**config.mk**
```make
export PLATFORM = sky130hd
export DESIGN_NAME = cn_drive_core
export DESIGN_NICKNAME = d
export VERILOG_FILES = /design/src/verilog/cn_neuron_pkg.sv /design/src/verilog/cn_host_pkg.sv /design/src/verilog/cn_drive_core.sv /design/src/verilog/if_neuron.sv
export VERILOG_INCLUDE_DIRS = /design/src /design/src/include
export SDC_FILE = /design/constraint.sdc
export NUM_CORES = 2
export LEC_CHECK = 0
export BUFFER_PORTS_ARGS = -buffer_cell sky130_fd_sc_hd__buf_4
export CORE_MARGIN = 5
export CORE_UTILIZATION = 65
export CTS_CLUSTER_DIAMETER = 30
export DETAILED_ROUTE_END_ITERATION = 12
export PLACE_DENSITY = 0.84
export SLEW_MARGIN = 0
export SYNTH_ARGS = -nofsm -noshare
export SYNTH_HDL_FRONTEND = slang
export SYNTH_SLANG_ARGS = --single-unit
```
**constraint.sdc**
```tcl
create_clock -name ep50trig -period 14.05 [get_ports ep50trig]
set_input_delay 2.1075 -clock ep50trig [delete_from_list [all_inputs] [get_ports ep50trig]]
set_output_delay 2.1075 -clock ep50trig [all_outputs]
set_load 0.01 [all_outputs]
```
**src/include/cn_params.svh**
```systemverilog
`ifndef CN_PARAMS_SVH
`define CN_PARAMS_SVH

// fixed point format, q21.10 in a signed 32 bit word
`define CN_FRAC_BITS 10

// firing threshold in mV, scaled by CN_FRAC_BITS at the compare
`define CN_THRESH_MV 30

// membrane leak is v >>> CN_LEAK_SHIFT per tick
`define CN_LEAK_SHIFT 3

// synaptic current decay is I >>> CN_SYN_DECAY_SHIFT per tick
`define CN_SYN_DECAY_SHIFT 4
`define CN_SYN_WEIGHT 2048 // 2.0 added per input spike

// waveform buffer size in 32 bit samples
`define CN_WAVE_DEPTH 256

// trigger bit indices of the host strobe word
`define CN_TRIG_GAIN 3
`define CN_TRIG_EXTRA 8
`define CN_TRIG_WAVE 9
`define CN_GAIN_RESET 1024 // 1.0

`endif
```
**src/verilog/cn_neuron_pkg.sv**
```systemverilog
package cn_neuron_pkg;

    // signed fixed point current or potential
    // all datapath values share this one format
    typedef logic signed [31:0] drive_t;

    // what one neuron reports per tick
    typedef struct packed {
        logic        spike; // high for the tick the neuron fired
        logic [31:0] count; // running spike total, 0 when no counter
    } neuron_out_t;

    // sizes of the above, handy for width checks
    localparam int DRIVE_W = $bits(drive_t);
    localparam int NEURON_OUT_W = $bits(neuron_out_t);

endpackage

```
**src/verilog/cn_host_pkg.sv**
```systemverilog
package cn_host_pkg;

    import cn_neuron_pkg::*;

    // run control decoded from wire00
    typedef struct packed {
        logic sim_reset;    // wire00 bit 2, holds the simulation state at 0
        logic from_trigger; // inverse of wire00 bit 1, wave taken from trigger register
    } host_ctrl_t;

    // trigger loaded parameter registers
    typedef struct packed {
        drive_t gain;        // synaptic gain, 1.0 after reset
        drive_t extra_drive; // constant drive into extra neuron 1
        drive_t wave_const;  // replaces the buffer output when from_trigger
    } param_bank_t;

    // host word is two 16 bit wire-ins
    localparam int HOST_HALF_W = 16;

endpackage

```
**src/verilog/cn_drive_core.sv**
```systemverilog
`timescale 1ns/10ps

`include "cn_params.svh"

module cn_drive_core
    import cn_host_pkg::*, cn_neuron_pkg::*;
(
    input  logic        ep50trig,
    input  logic        reset_global,
    input  host_ctrl_t  i_ctrl,
    input  param_bank_t i_params,
    input  drive_t      i_wave,      // registered wave sample, drives extra neuron 2
    input  logic        i_spike_ia,  // Ia afferent spike
    input  logic        i_spike_ii,  // II afferent spike
    output drive_t      o_drive,     // gained drive into cn1
    output neuron_out_t o_cn1,
    output logic        o_extra1_spike,
    output logic        o_extra2_spike
);

    drive_t        ia_cur;      // Ia synaptic current
    drive_t        ii_cur;      // II synaptic current
    drive_t        syn_sum;
    logic signed [63:0] gain_prod;
    drive_t        gained;
    neuron_out_t   extra1_out;
    neuron_out_t   extra2_out;

    // one tick of exponential decay plus the input kick
    function automatic drive_t syn_step(input drive_t cur, input logic spike);
        drive_t kick;
        kick = spike ? drive_t'(`CN_SYN_WEIGHT) : drive_t'(0);
        return cur - (cur >>> `CN_SYN_DECAY_SHIFT) + kick;
    endfunction

    assign syn_sum   = ia_cur + ii_cur;
    assign gain_prod = 64'(syn_sum) * 64'(i_params.gain); // q.20 product
    assign gained    = gain_prod[`CN_FRAC_BITS +: 32];    // back to q.10

    always_ff @(posedge ep50trig or posedge reset_global)
    begin
        if (reset_global)
        begin
            ia_cur  <= '0;
            ii_cur  <= '0;
            o_drive <= '0;
        end
        else if (i_ctrl.sim_reset)
        begin
            ia_cur  <= '0;
            ii_cur  <= '0;
            o_drive <= '0;
        end
        else
        begin
            ia_cur  <= syn_step(ia_cur, i_spike_ia);
            ii_cur  <= syn_step(ii_cur, i_spike_ii);
            o_drive <= gained;  // latched from the pre-edge currents
        end
    end

    // main cortical neuron, the only one with a counter
    if_neuron #(.HAS_COUNTER(1'b1)) u_cn1 (
        .ep50trig    (ep50trig),
        .reset_global(reset_global),
        .i_sim_reset (i_ctrl.sim_reset),
        .i_drive     (o_drive),
        .o_out       (o_cn1)
    );

    // extra neuron 1, host constant drive
    if_neuron #(.HAS_COUNTER(1'b0)) u_extra1 (
        .ep50trig    (ep50trig),
        .reset_global(reset_global),
        .i_sim_reset (i_ctrl.sim_reset),
        .i_drive     (i_params.extra_drive),
        .o_out       (extra1_out)
    );

    // extra neuron 2, waveform drive
    if_neuron #(.HAS_COUNTER(1'b0)) u_extra2 (
        .ep50trig    (ep50trig),
        .reset_global(reset_global),
        .i_sim_reset (i_ctrl.sim_reset),
        .i_drive     (i_wave),
        .o_out       (extra2_out)
    );

    assign o_extra1_spike = extra1_out.spike;
    assign o_extra2_spike = extra2_out.spike;

    // decay by a right shift can never take a current below 0
    a_cur_nonneg: assert property (@(posedge ep50trig) disable iff (reset_global)
        (ia_cur >= 0) && (ii_cur >= 0));

endmodule

```
**src/verilog/if_neuron.sv**
```systemverilog
`timescale 1ns/10ps

`include "cn_params.svh"

module if_neuron
    import cn_neuron_pkg::*;
#(
    parameter bit HAS_COUNTER = 1'b1 // 0 keeps the count field at 0
)
(
    input  logic        ep50trig,
    input  logic        reset_global,
    input  logic        i_sim_reset,  // synchronous clear of the neuron state
    input  drive_t      i_drive,      // input current, already registered upstream
    output neuron_out_t o_out
);

    localparam drive_t THRESH = drive_t'(`CN_THRESH_MV <<< `CN_FRAC_BITS); // 30 mV

    drive_t v_q;     // membrane potential
    drive_t v_next;
    logic   fire;

    // leaky integrate, v + I - v/8
    assign v_next = v_q + i_drive - (v_q >>> `CN_LEAK_SHIFT);
    assign fire   = (v_next >= THRESH);

    always_ff @(posedge ep50trig or posedge reset_global)
    begin
        if (reset_global)
        begin
            v_q   <= '0;
            o_out <= '0;
        end
        else if (i_sim_reset)
        begin
            v_q   <= '0;
            o_out <= '0;
        end
        else
        begin
            v_q         <= fire ? drive_t'(0) : v_next; // reset to 0 after a spike
            o_out.spike <= fire;
            if (HAS_COUNTER && fire)
                o_out.count <= o_out.count + 1'b1;
        end
    end

    // a quiet tick always leaves the potential under threshold
    a_subthresh: assert property (@(posedge ep50trig) disable iff (reset_global)
        !i_sim_reset |=> (o_out.spike || v_q < THRESH));

endmodule

```
==> results.toml <==
[worst_setup_path]
r2r_end = "o_drive[31]"
critPathRequiredTime_ns = 14.57
endpoint = "o_drive[31]"
critPathMaxFanout = 11
cp_num_buf_inv = 3
critPathLaunchType = "register"
r2r_cells = 43
r2r_slack_ns = 1.23
cp-end-kind = "register"
worstSetupPathType = "register to register"
critical_path.max_stage_delay_ns = 0.58
critical-path-slowest-cell = "fa_1"
critPathTopFamily = "adder cells"
path_depth = 43
r2r_start = "ia_cur[6]"
crit_start = "ia_cur[6]"
worst_path_most_repeated_cell = "xnor2_1"
worst-endpoint-arrival_ns = 13.34

[placed_design]
gp_congestion = 0.908
dp_hpwl_um = 85900
io_buffers = 167

[yosys]
synth-xor-area-share_pct = 4.23
synth.yosys.seq_area_share_pct = 12.5
synthArstFlopShare_pct = 100
avgSynthCellArea_sq_um = 8.96
yosysUniqueCellTypes = 73
syn_nets = 6393
synth_edf_count = 0
yosysTopAreaCell = "fa_1"
synth-simple-area-share_pct = 17.1
muxShareOfSynthArea_pct = 0.455
syn-cell-area_sq_mm = 0.0453
synth.most_common_cell = "inv_1"
yosys_warnings = 0
synth_common_cells = "inv_1, fa_1, and2_1"
synthesis.instances = 5062
synth_top_area_share_pct = 35.0
synth_top_flop_cell = "dfrtp_1"
synth_fa_ha_area_share_pct = 46.1
synth_compound_area_share_pct = 8.09
synth_top_family_by_area = "adder cells"
yosys_register_bits = 227
synth_area_leaders = "fa_1, dfrtp_1, ha_1"

[cells_and_area]
register_area_sq_mm = 0.00568
fillers = 4982
synthToLayoutAreaGrowth_pct = 9.45
multi_input_area_sq_mm = 0.0346
fin_nets = 6478
layout-drive-gt1-share_pct = 7.03

[drt]
met3_length_um = 7100
drc_errors = 0
routedWlPerCell_um = 18.3
vias_per_cell = 5.71
drt_first_pass_iters = 6
postRouteAntennaNets = 0
drt-met1-wl_um = 40700
highest_layer = "met5"
dr_wl_met2_um = 57000
num_vias = 35002
drt_iter0_markers = 2231
drt-total-wl_um = 112000

[status]
status = "finished clean"

[sta]
slew_headroom_pct = 19.9
setup_tns_ns = 0
finalHoldViolCount = 0
setup_viol = 0
fin_crit_ns = 12.82
rsz0062_at_grt = "false"
slew_violations = 0
period_share_pct = 91.3
clock_skew_ns = 0.0305
worst_pin_slew_ns = 1.20
fmax_mhz = 78.0

[clock_network]
cts_buffers = 59
cts_tree = "built"
cts_resized = 0
holdBufCountCts = 0
cts_setup_buffers = 0
clk_pin_slew_ns = 0.04
clk_latency_ns = 0.61
clock_path_buffers = 3
cts.sinks = 227
htree_levels = 2
root_buffer = "clkbuf_16"

[global_routing]
grt_overflow_total = 0
grt_pass1_wl_um = 187000
grt_pass1_vias = 38729
grt_usage_pct = 30.8
antenna_found_initial = 3
grt_max_degree = 91

[floorplanning]
die_h_um = 274
rows = 96
ios = 201
fp.dieW_um = 274
die_area_sq_mm = 0.0751
core_sq_mm = 0.0689
initial_core_util_pct = 65.8

[worst_hold_path]
hold_class = "register to register"

[job]
cap_violations = 0
[state kept, by name (all words and copies together), names as in the netlist]
name            flops
u_cn1.v_q          32
ii_cur             32
u_extra2.o_out      1
u_extra1.o_out      1
u_extra1.v_q       32
ia_cur             32
u_extra2.v_q       32
u_cn1.o_out        33
o_drive            32
[layout by cell type (no fill, tap or decap), drive strengths merged, types with 10 or more instances in the layout]
master   synthesis  routed
nor3            80      80
nand2          327     327
dfrtp          227     227
nor4            17      17
buf              6     203
or3             16      16
a31oi           12      12
a21oi          178     178
nand4           16      16
fa             792     792
nor2b           88      88
nand3           59      59
o31ai           10      10
a21boi          12      12
inv           1211    1213
nand2b          50      50
clkinv           0      15
mux2            13      13
bufinv           0      12
o21a            22      22
nor2           220     220
ha             405     405
a211oi          30      30
xnor2          147     147
a21o            68      68
and2           492     492
nor3b           12      12
o21bai          39      39
and3            58      58
xor2            51      51
or2             14      14
a2111oi         10      10
o21ai           88      88
clkbuf         173      72
[through the flow]
stage	cells	utilization, %	setup slack (ns)	hold slack [ns]	area [sq um]
final	6126	72.0	1.23	0.574	49600
after global routing	6124	72.0	0.552	0.627	49600
after CTS	6123	72.0	1.25	0.572	49600
after detailed placement	6017	68.9	1.36	0.565	47500
after global placement	6017	68.9	1.52	0.566	47500
after floorplan	5062	-	2.35	0.538	45300
[layer usage]
| layer | GRT usage (%) | up-vias |
|---|---|---|
| met1 | 35.7 | 17518 |
| met5 | 0 | - |
| met2 | 54.6 | 1422 |
| met4 | 17.6 | 2 |
| li1 | - | 15635 |
| met3 | 4.70 | 425 |
[cell families after synthesis]
kind of cell / count (synthesis)
AO/OA/AOI/OAI: 553
buffers and inverters: 1390
AND/OR/NAND/NOR: 1470
XOR/XNOR: 206
flip-flops: 227
adder cells (fa/ha/maj): 1197
multiplexers: 19
[how the worst min path moves through the flow]
stage | depth (start not counted) | slack (ns) | end | start
after floorplan | 2 | 0.54 | ii_cur[0] | ii_cur[4]
after global placement | 3 | 0.57 | u_cn1.o_out[18] | u_cn1.o_out[18]
after detailed placement | 3 | 0.57 | u_cn1.o_out[29] | u_cn1.o_out[29]
after CTS | 3 | 0.57 | u_cn1.o_out[29] | u_cn1.o_out[29]
after global routing | 3 | 0.63 | u_cn1.o_out[29] | u_cn1.o_out[29]
final | 3 | 0.57 | u_cn1.o_out[29] | u_cn1.o_out[29]
[cell type report]
type | instances | share of cell area [%]
antenna | 3 | 0.0151
clock inverter | 34 | 1.09
tap | 931 | 2.35
inverter | 1211 | 9.17
sequential | 227 | 11.4
multi-input combinational | 3445 | 69.7
clock buffer | 72 | 3.15
timing repair buffer | 203 | 3.07
[worst min-delay path: stages, from the launching register on]
cell	delay, ns
dfrtp_1	0.33
inv_1	0.07
nand3_1	0.06
a21oi_1	0.06
Power is left out: the tool's default activity adds up to more than one toggle a clock period on the data nets, which glitch-free logic cannot reach.
