File: src/include/cn_params.svh
`ifndef CN_PARAMS_SVH
`define CN_PARAMS_SVH

// fixed point format, q21.10 in a signed 32 bit word
`define CN_FRAC_BITS 10

// firing threshold in mV, scaled by CN_FRAC_BITS at the compare
`define CN_THRESH_MV 30

// membrane leak is v >>> CN_LEAK_SHIFT per tick
`define CN_LEAK_SHIFT 3

// synaptic current decay is I >>> CN_SYN_DECAY_SHIFT per tick
`define CN_SYN_DECAY_SHIFT 4
`define CN_SYN_WEIGHT 2048 // 2.0 added per input spike

// waveform buffer size in 32 bit samples
`define CN_WAVE_DEPTH 256

// trigger bit indices of the host strobe word
`define CN_TRIG_GAIN 3
`define CN_TRIG_EXTRA 8
`define CN_TRIG_WAVE 9
`define CN_GAIN_RESET 1024 // 1.0

`endif
File: src/verilog/cn_neuron_pkg.sv
package cn_neuron_pkg;

    // signed fixed point current or potential
    // all datapath values share this one format
    typedef logic signed [31:0] drive_t;

    // what one neuron reports per tick
    typedef struct packed {
        logic        spike; // high for the tick the neuron fired
        logic [31:0] count; // running spike total, 0 when no counter
    } neuron_out_t;

    // sizes of the above, handy for width checks
    localparam int DRIVE_W = $bits(drive_t);
    localparam int NEURON_OUT_W = $bits(neuron_out_t);

endpackage

File: src/verilog/cn_host_pkg.sv
package cn_host_pkg;

    import cn_neuron_pkg::*;

    // run control decoded from wire00
    typedef struct packed {
        logic sim_reset;    // wire00 bit 2, holds the simulation state at 0
        logic from_trigger; // inverse of wire00 bit 1, wave taken from trigger register
    } host_ctrl_t;

    // trigger loaded parameter registers
    typedef struct packed {
        drive_t gain;        // synaptic gain, 1.0 after reset
        drive_t extra_drive; // constant drive into extra neuron 1
        drive_t wave_const;  // replaces the buffer output when from_trigger
    } param_bank_t;

    // host word is two 16 bit wire-ins
    localparam int HOST_HALF_W = 16;

endpackage

File: src/verilog/host_param_bank.sv
`timescale 1ns/10ps

`include "cn_params.svh"

module host_param_bank
    import cn_host_pkg::*, cn_neuron_pkg::*;
(
    input  logic                   ep50trig,     // simulation tick, 1 ms
    input  logic                   reset_global,
    input  logic [15:0]            i_trig,       // one cycle strobes
    input  logic [15:0]            i_wire00,     // run control levels
    input  logic [HOST_HALF_W-1:0] i_wire_lo,    // host word bits 15:0
    input  logic [HOST_HALF_W-1:0] i_wire_hi,    // host word bits 31:16
    output host_ctrl_t             o_ctrl,
    output param_bank_t            o_params
);

    // values the bank comes out of reset with
    localparam param_bank_t BANK_RESET = '{
        gain:        drive_t'(`CN_GAIN_RESET),
        extra_drive: drive_t'(0),
        wave_const:  drive_t'(0)
    };

    drive_t      host_word; // assembled 32 bit value from the two wire-ins
    param_bank_t bank_q;

    assign host_word = drive_t'({i_wire_hi, i_wire_lo});

    // plain decode, no register
    assign o_ctrl.sim_reset    = i_wire00[2];
    assign o_ctrl.from_trigger = ~i_wire00[1]; // bit 1 low selects trigger constant

    // each register loads on its own strobe
    // several strobes in one tick all take the same word
    always_ff @(posedge ep50trig or posedge reset_global)
    begin
        if (reset_global)
        begin
            bank_q <= BANK_RESET;
        end
        else
        begin
            if (i_trig[`CN_TRIG_GAIN])
                bank_q.gain <= host_word;        // syn gain
            if (i_trig[`CN_TRIG_EXTRA])
                bank_q.extra_drive <= host_word; // extra cortical drive, node 1
            if (i_trig[`CN_TRIG_WAVE])
                bank_q.wave_const <= host_word;  // constant wave, node 2
        end
    end

    assign o_params = bank_q;

endmodule

File: config.mk
export PLATFORM = sky130hd
export DESIGN_NAME = host_param_bank
export DESIGN_NICKNAME = d
export VERILOG_FILES = /design/src/verilog/cn_neuron_pkg.sv /design/src/verilog/cn_host_pkg.sv /design/src/verilog/host_param_bank.sv
export VERILOG_INCLUDE_DIRS = /design/src /design/src/include
export SDC_FILE = /design/constraint.sdc
export NUM_CORES = 1
export LEC_CHECK = 0
export BUFFER_PORTS_ARGS = -buffer_cell sky130_fd_sc_hd__buf_2
export CAP_MARGIN = 0
export CORE_UTILIZATION = 40
export DETAILED_ROUTE_END_ITERATION = 7
export HOLD_SLACK_MARGIN = 0.06
export PLACE_DENSITY = 0.8
export SYNTH_ARGS = -nofsm -noshare
export SYNTH_HDL_FRONTEND = slang
export SYNTH_SLANG_ARGS = --single-unit
File: constraint.sdc
create_clock -name ep50trig -period 7.7 [get_ports ep50trig]
set_input_delay 0.77 -clock ep50trig [delete_from_list [all_inputs] [get_ports ep50trig]]
set_output_delay 0.77 -clock ep50trig [all_outputs]
set_load 0.03 [all_outputs]
==> results of run 1 <==
cells by family (layout without fill, tap and decap cells):
group	after synthesis	count (layout)	synth area share, %
mux	96	96	35.0
flops	96	96	59.3
buf+inv	15	153	5.65
how the worst max path moves through the flow:
stage                       startpoint           end  slack [ps]
after floorplan           reset_global   o_params[0]        4430
after global placement       i_trig[3]  o_params[94]        5510
after detailed placement     i_trig[9]  o_params[30]        5480
after CTS                 o_params[74]  o_params[74]        5800
after global routing      o_params[74]  o_params[74]        5770
final                     o_params[74]  o_params[74]        5830
per-stage QoR:
stage          instances  setup WS (ps)
5_1_grt              478           5770
3_3_place_gp         462           5510
6_report             478           5830
4_1_cts              478           5800
2_1_floorplan        207           4430
3_5_place_dp         462           5480
power by group:
part / switching (mW) / internal [mW]
Sequential: 0.0292 / 0.555
Combinational: 0.170 / 0.116
Clock: 0.184 / 0.121
routing by layer:
| metal | GRT usage, % | wire length, um | vias up |
|---|---|---|---|
| li1 | - | - | 977 |
| met1 | 20.6 | 3620 | 1135 |
| met2 | 23.3 | 3610 | 88 |
| met3 | 2.78 | 379 | 11 |
| met4 | 9.45 | 205 | 0 |
| met5 | 0 | 0 | - |
layout by cell type, fill, tap and decap left out:
cell	netlist	final
clkinv_4	0	1
inv_4	0	1
mux2_4	90	90
buf_2	0	134
clkinvlp_4	0	2
mux2_2	6	6
buf_4	1	1
clkbuf_8	0	9
dfstp_2	1	1
dfrtp_1	95	95
clkinv_2	0	1
inv_6	0	3
inv_1	2	1
layout make-up:
class,instances,area (um^2)
Tap cell,133,166
Inverter,2,10.0
Multi-Input combinational cell,96,1420
Clock inverter,7,55.1
Fill cell,855,4920
Timing Repair Buffer,135,678
Sequential cell,96,2400
Clock buffer,9,124
==> impl_metrics.py, run 1 <==
metrics = {
    "run_status": {
        "outcome": "completed",
    },
    "placed_design": {
        "gp_congestion": 0.686,
        "hpwl_mm": 5.13,
        "port_buffers": 134,
        "dpl-instance-area_um2": 4680,
    },
    "detailed_routing": {
        "drtPass1Iterations": 4,
        "drcViolationCount": 0,
        "antenna_left": 0,
        "drt-vias-per-instance": 4.63,
        "wirelength_mm": 7.81,
        "routedWlPerCell_um": 16.3,
        "vias": 2211,
        "dr.first_iter.drc_count": 53,
    },
    "worst_hold_path": {
        "hold_path.class": "input pin to asynchronous set/reset pin",
    },
    "timing": {
        "rsz0062_at_grt": "no",
        "hold_viol": 0,
        "skew_ps": 0,
        "fin_tns_setup_ps": 0,
        "fin_hold_ws_ps": 463,
        "period_needed_ps": 1870,
        "setup_viol": 0,
        "worst_pin_slew_ps": 1160,
        "fmax_mhz": 534,
        "fin_crit_sh_pct": 24.3,
        "max-slew-margin-rel_pct": 22.7,
        "final_max_slew_viol_count": 0,
    },
    "floorplan": {
        "chipHeight_um": 103,
        "start_util_pct": 41.4,
        "dieArea_um2": 10500,
        "dieWidth_um": 103,
        "ios": 164,
        "placementRows": 36,
        "core-area_um2": 9770,
    },
    "worst_setup_path": {
        "crit_family": "flip-flops",
        "crit_arrival_ps": 1100,
        "critPathSlowestCell": "dfstp_2",
        "slowest_delay_ps": 550,
        "path_cells": "buf_2",
        "start_kind": "flop",
        "crit_path_max_fanout": 2,
        "cp.required_ps": 6930,
        "r2r_slack_ps": 6910,
        "worstRegToRegCells": 1,
        "end_kind": "output port",
        "r2r-start": "o_params[58]",
        "cp_num_buf_inv": 1,
        "critical_path_class": "flop to output port",
        "worst-path-stages": 1,
        "worstReg2RegEnd": "o_params[58]",
    },
    "layout": {
        "largest_register_ffs": 96,
        "drive_above_1_share_pct": 72.2,
        "stdcell_area_um2": 4860,
        "n_antenna_cell": 0,
        "nNetsFinal": 406,
        "fin_util_pct": 49.7,
        "area_delta_synth_final_pct": 19.9,
    },
    "yosys": {
        "synth_area_um2": 4050,
        "yosysSeqAreaShare_pct": 59.3,
        "syn_area_per_cell_um2": 19.6,
        "ys_warn_count": 0,
        "synth_cell_types": 8,
        "synthFlopType": "dfrtp_1",
        "yosys-top-cells-area": "dfrtp_1 (59%), mux2_4 (33%), buf_12 (4.4%)",
        "synth.most_common_cell": "dfrtp_1",
        "synthTopCellsByCount": "dfrtp_1 (95), mux2_4 (90), buf_12 (9), mux2_2 (6), buf_6 (3)",
        "netlist_instances": 207,
        "synth_largest_area_cell": "dfrtp_1",
        "ys_ff_latch": 96,
        "synthArstFlopShare_pct": 100,
        "postSynthNetCount": 273,
        "synth_edf_count": 0,
        "synth_top_area_share_pct": 58.7,
    },
    "clock_network": {
        "clk_latency_ps": 360,
        "htreeDepth": 3,
        "clkTransAtPathRegs_ps": 100,
        "cts-root-buf": "clkbuf_8",
        "cts_made_buffers": 9,
        "clockBufferDepth": 2,
        "hold_buffers": 0,
        "post_cts_buffers": 0,
        "cts_tree": "yes",
        "cts_resized": 0,
        "clock_sinks": 96,
    },
    "job": {
        "maxCapViolCount": 0,
    },
    "global_routing": {
        "antenna_found_initial": 0,
        "grt_usage_pct": 15.4,
        "grt_pass1_wl_mm": 12.0,
        "grt_max_degree": 50,
        "overflow": 0,
        "first_global_vias": 2319,
    },
    "power_and_ir_drop": {
        "vdd_drop_max_mv": 0.112,
        "leakage_nw": 2.51,
        "power_mw": 1.18,
        "p_per_area_nw_per_um2": 242,
    },
}
No activity file was read; power rests on OpenSTA's default activity.
==> inputs of run 2 (changes only) <==
==> constraint.sdc (replaced) <==
create_clock -name ep50trig -period 1.8 [get_ports ep50trig]
set_input_delay 0.18 -clock ep50trig [delete_from_list [all_inputs] [get_ports ep50trig]]
set_output_delay 0.18 -clock ep50trig [all_outputs]
set_load 0.03 [all_outputs]
==> run 2 against run 1 <==
Compared with the run above: hold slack worse by 380 ps; register-to-register slack got worse by 5900 ps; first-iteration DRC count down 47%; non-clock buffer count up 8; sequential power grew to 4.3 times the previous value; sequential share of layout area decreased by 1.2 points; utilization grew 1.3 points; worst setup slack worse by 5300 ps; largest power group unchanged; highest routed layer unchanged.
==> impl_metrics.py, run 2 (same netlist as run 1, synthesis figures left out) <==
metrics = {
    "timing": {
        "fin_tns_setup_ps": 0,
        "fin_crit_sh_pct": 70.6,
        "rsz0062_at_grt": "no",
        "max-slew-margin-rel_pct": 58.1,
        "worst_pin_slew_ps": 629,
        "final_max_slew_viol_count": 0,
        "skew_ps": 0,
        "period_needed_ps": 1270,
        "hold_viol": 0,
        "setup_viol": 0,
        "fmax_mhz": 787,
    },
    "global_routing": {
        "first_global_vias": 2390,
        "grt_pass1_wl_mm": 12.2,
        "grtUsageMet2_pct": 26.1,
        "met1_usage_pct": 19.0,
        "grt_usage_pct": 15.5,
        "gr-max-usage-layer": "met2",
        "antenna_found_initial": 0,
        "overflow": 0,
        "grt_max_degree": 52,
        "grt_use_met3_pct": 3.59,
    },
    "detailed_routing": {
        "drtPass1Iterations": 3,
        "wirelength_mm": 7.90,
        "dr.first_iter.drc_count": 28,
        "vias": 2221,
        "antenna_left": 0,
        "routedWlPerCell_um": 16.3,
        "drcViolationCount": 0,
        "drt-vias-per-instance": 4.57,
    },
    "layout": {
        "final_common_cell": "buf_2",
        "largest_register_ffs": 96,
        "area_delta_synth_final_pct": 22.9,
        "drive_above_1_share_pct": 71.7,
        "n_antenna_cell": 0,
        "stdcell_area_um2": 4980,
        "nNetsFinal": 414,
        "most-common-layout-cells": "buf_2 (134), dfrtp_1 (95), mux2_4 (90)",
        "fin_util_pct": 51.0,
    },
    "worst_setup_path": {
        "critical_path_class": "flop to output port",
        "crit_path_max_fanout": 2,
        "worstRegToRegCells": 1,
        "cp.required_ps": 1620,
        "crit_family": "flip-flops",
        "end_kind": "output port",
        "critPathSlowestCell": "dfstp_2",
        "r2r_slack_ps": 1010,
        "start_kind": "flop",
        "worstReg2RegEnd": "o_params[55]",
        "path_cells": "buf_2",
        "cp_num_buf_inv": 1,
        "crit_arrival_ps": 1090,
        "slowest_delay_ps": 540,
        "r2r-start": "o_params[55]",
    },
    "floorplan": {
        "chipHeight_um": 103,
        "dieArea_um2": 10500,
        "dieWidth_um": 103,
        "start_util_pct": 41.4,
        "core-area_um2": 9770,
        "ios": 164,
        "placementRows": 36,
    },
    "clock_network": {
        "post_cts_buffers": 0,
        "htreeDepth": 3,
        "hold_buffers": 2,
        "clk_latency_ps": 350,
        "cts-root-buf": "clkbuf_8",
        "clock_sinks": 96,
        "clkTransAtPathRegs_ps": 100,
        "cts_resized": 0,
        "cts_made_buffers": 9,
        "cts_tree": "yes",
        "clockBufferDepth": 2,
    },
    "worst_hold_path": {
        "hold_end": "o_params[89]",
        "hp-start": "i_wire_hi[9]",
        "hold_path.class": "input pin to flop",
        "whs_path_depth": 2,
    },
    "power_and_ir_drop": {
        "net-switching-power_mw": 1.62,
        "leakage_nw": 2.57,
        "combPwrFrac_pct": 24.1,
        "p_int_mw": 3.52,
        "swShare_pct": 31.5,
        "p_per_area_nw_per_um2": 1030,
        "p_seq_share_pct": 48.5,
        "vdd_drop_max_mv": 0.368,
        "pwr-share-clk_pct": 27.4,
    },
    "placed_design": {
        "hpwl_mm": 5.26,
        "dpl-instance-area_um2": 4750,
        "gp_congestion": 0.694,
        "port_buffers": 134,
    },
    "job": {
        "maxCapViolCount": 0,
    },
    "run_status": {
        "outcome": "completed",
    },
}
## run 2: worst max-delay path by stage
stage,startpoint,to,slack [ps],cells after the start
after floorplan,reset_global,o_params[0],490,1
after global placement,i_trig[8],o_params[41],740,3
after detailed placement,i_trig[8],o_params[41],740,3
after CTS,o_params[74],o_params[74],500,1
after global routing,o_params[74],o_params[74],490,1
final,o_params[74],o_params[74],530,1
## run 2: routing by layer
layer	part of all wire [%]	up-vias	wire (um)
met2	49	76	3900
met4	1.5	0	121
met5	0	-	0
met1	44	1136	3500
met3	4.9	10	385
li1	-	999	-
## run 2: metrics by stage
step	hold WS, ps	instances	setup slack, ps	total power [mW]
4_1_cts	60.8	484	503	5.20
3_3_place_gp	360	466	742	3.75
3_5_place_dp	360	466	738	3.79
2_1_floorplan	327	207	487	3.45
6_report	84.1	486	529	5.15
5_1_grt	65.4	486	488	5.38
## run 2: final cells by class
class | instances | area (um^2)
Clock buffer | 9 | 124
Clock inverter | 7 | 71.3
Fill cell | 866 | 4790
Inverter | 2 | 11.3
Multi-Input combinational cell | 96 | 1420
Sequential cell | 96 | 2400
Tap cell | 133 | 166
Timing Repair Buffer | 143 | 786
## run 2: power groups by stage
stage	logic, mW	clock network [mW]	registers [mW]
2_1_floorplan	0.481	0	2.96
3_3_place_gp	1.22	0	2.52
3_5_place_dp	1.25	0	2.54
4_1_cts	1.25	1.44	2.50
5_1_grt	1.32	1.53	2.53
6_report	1.24	1.41	2.50
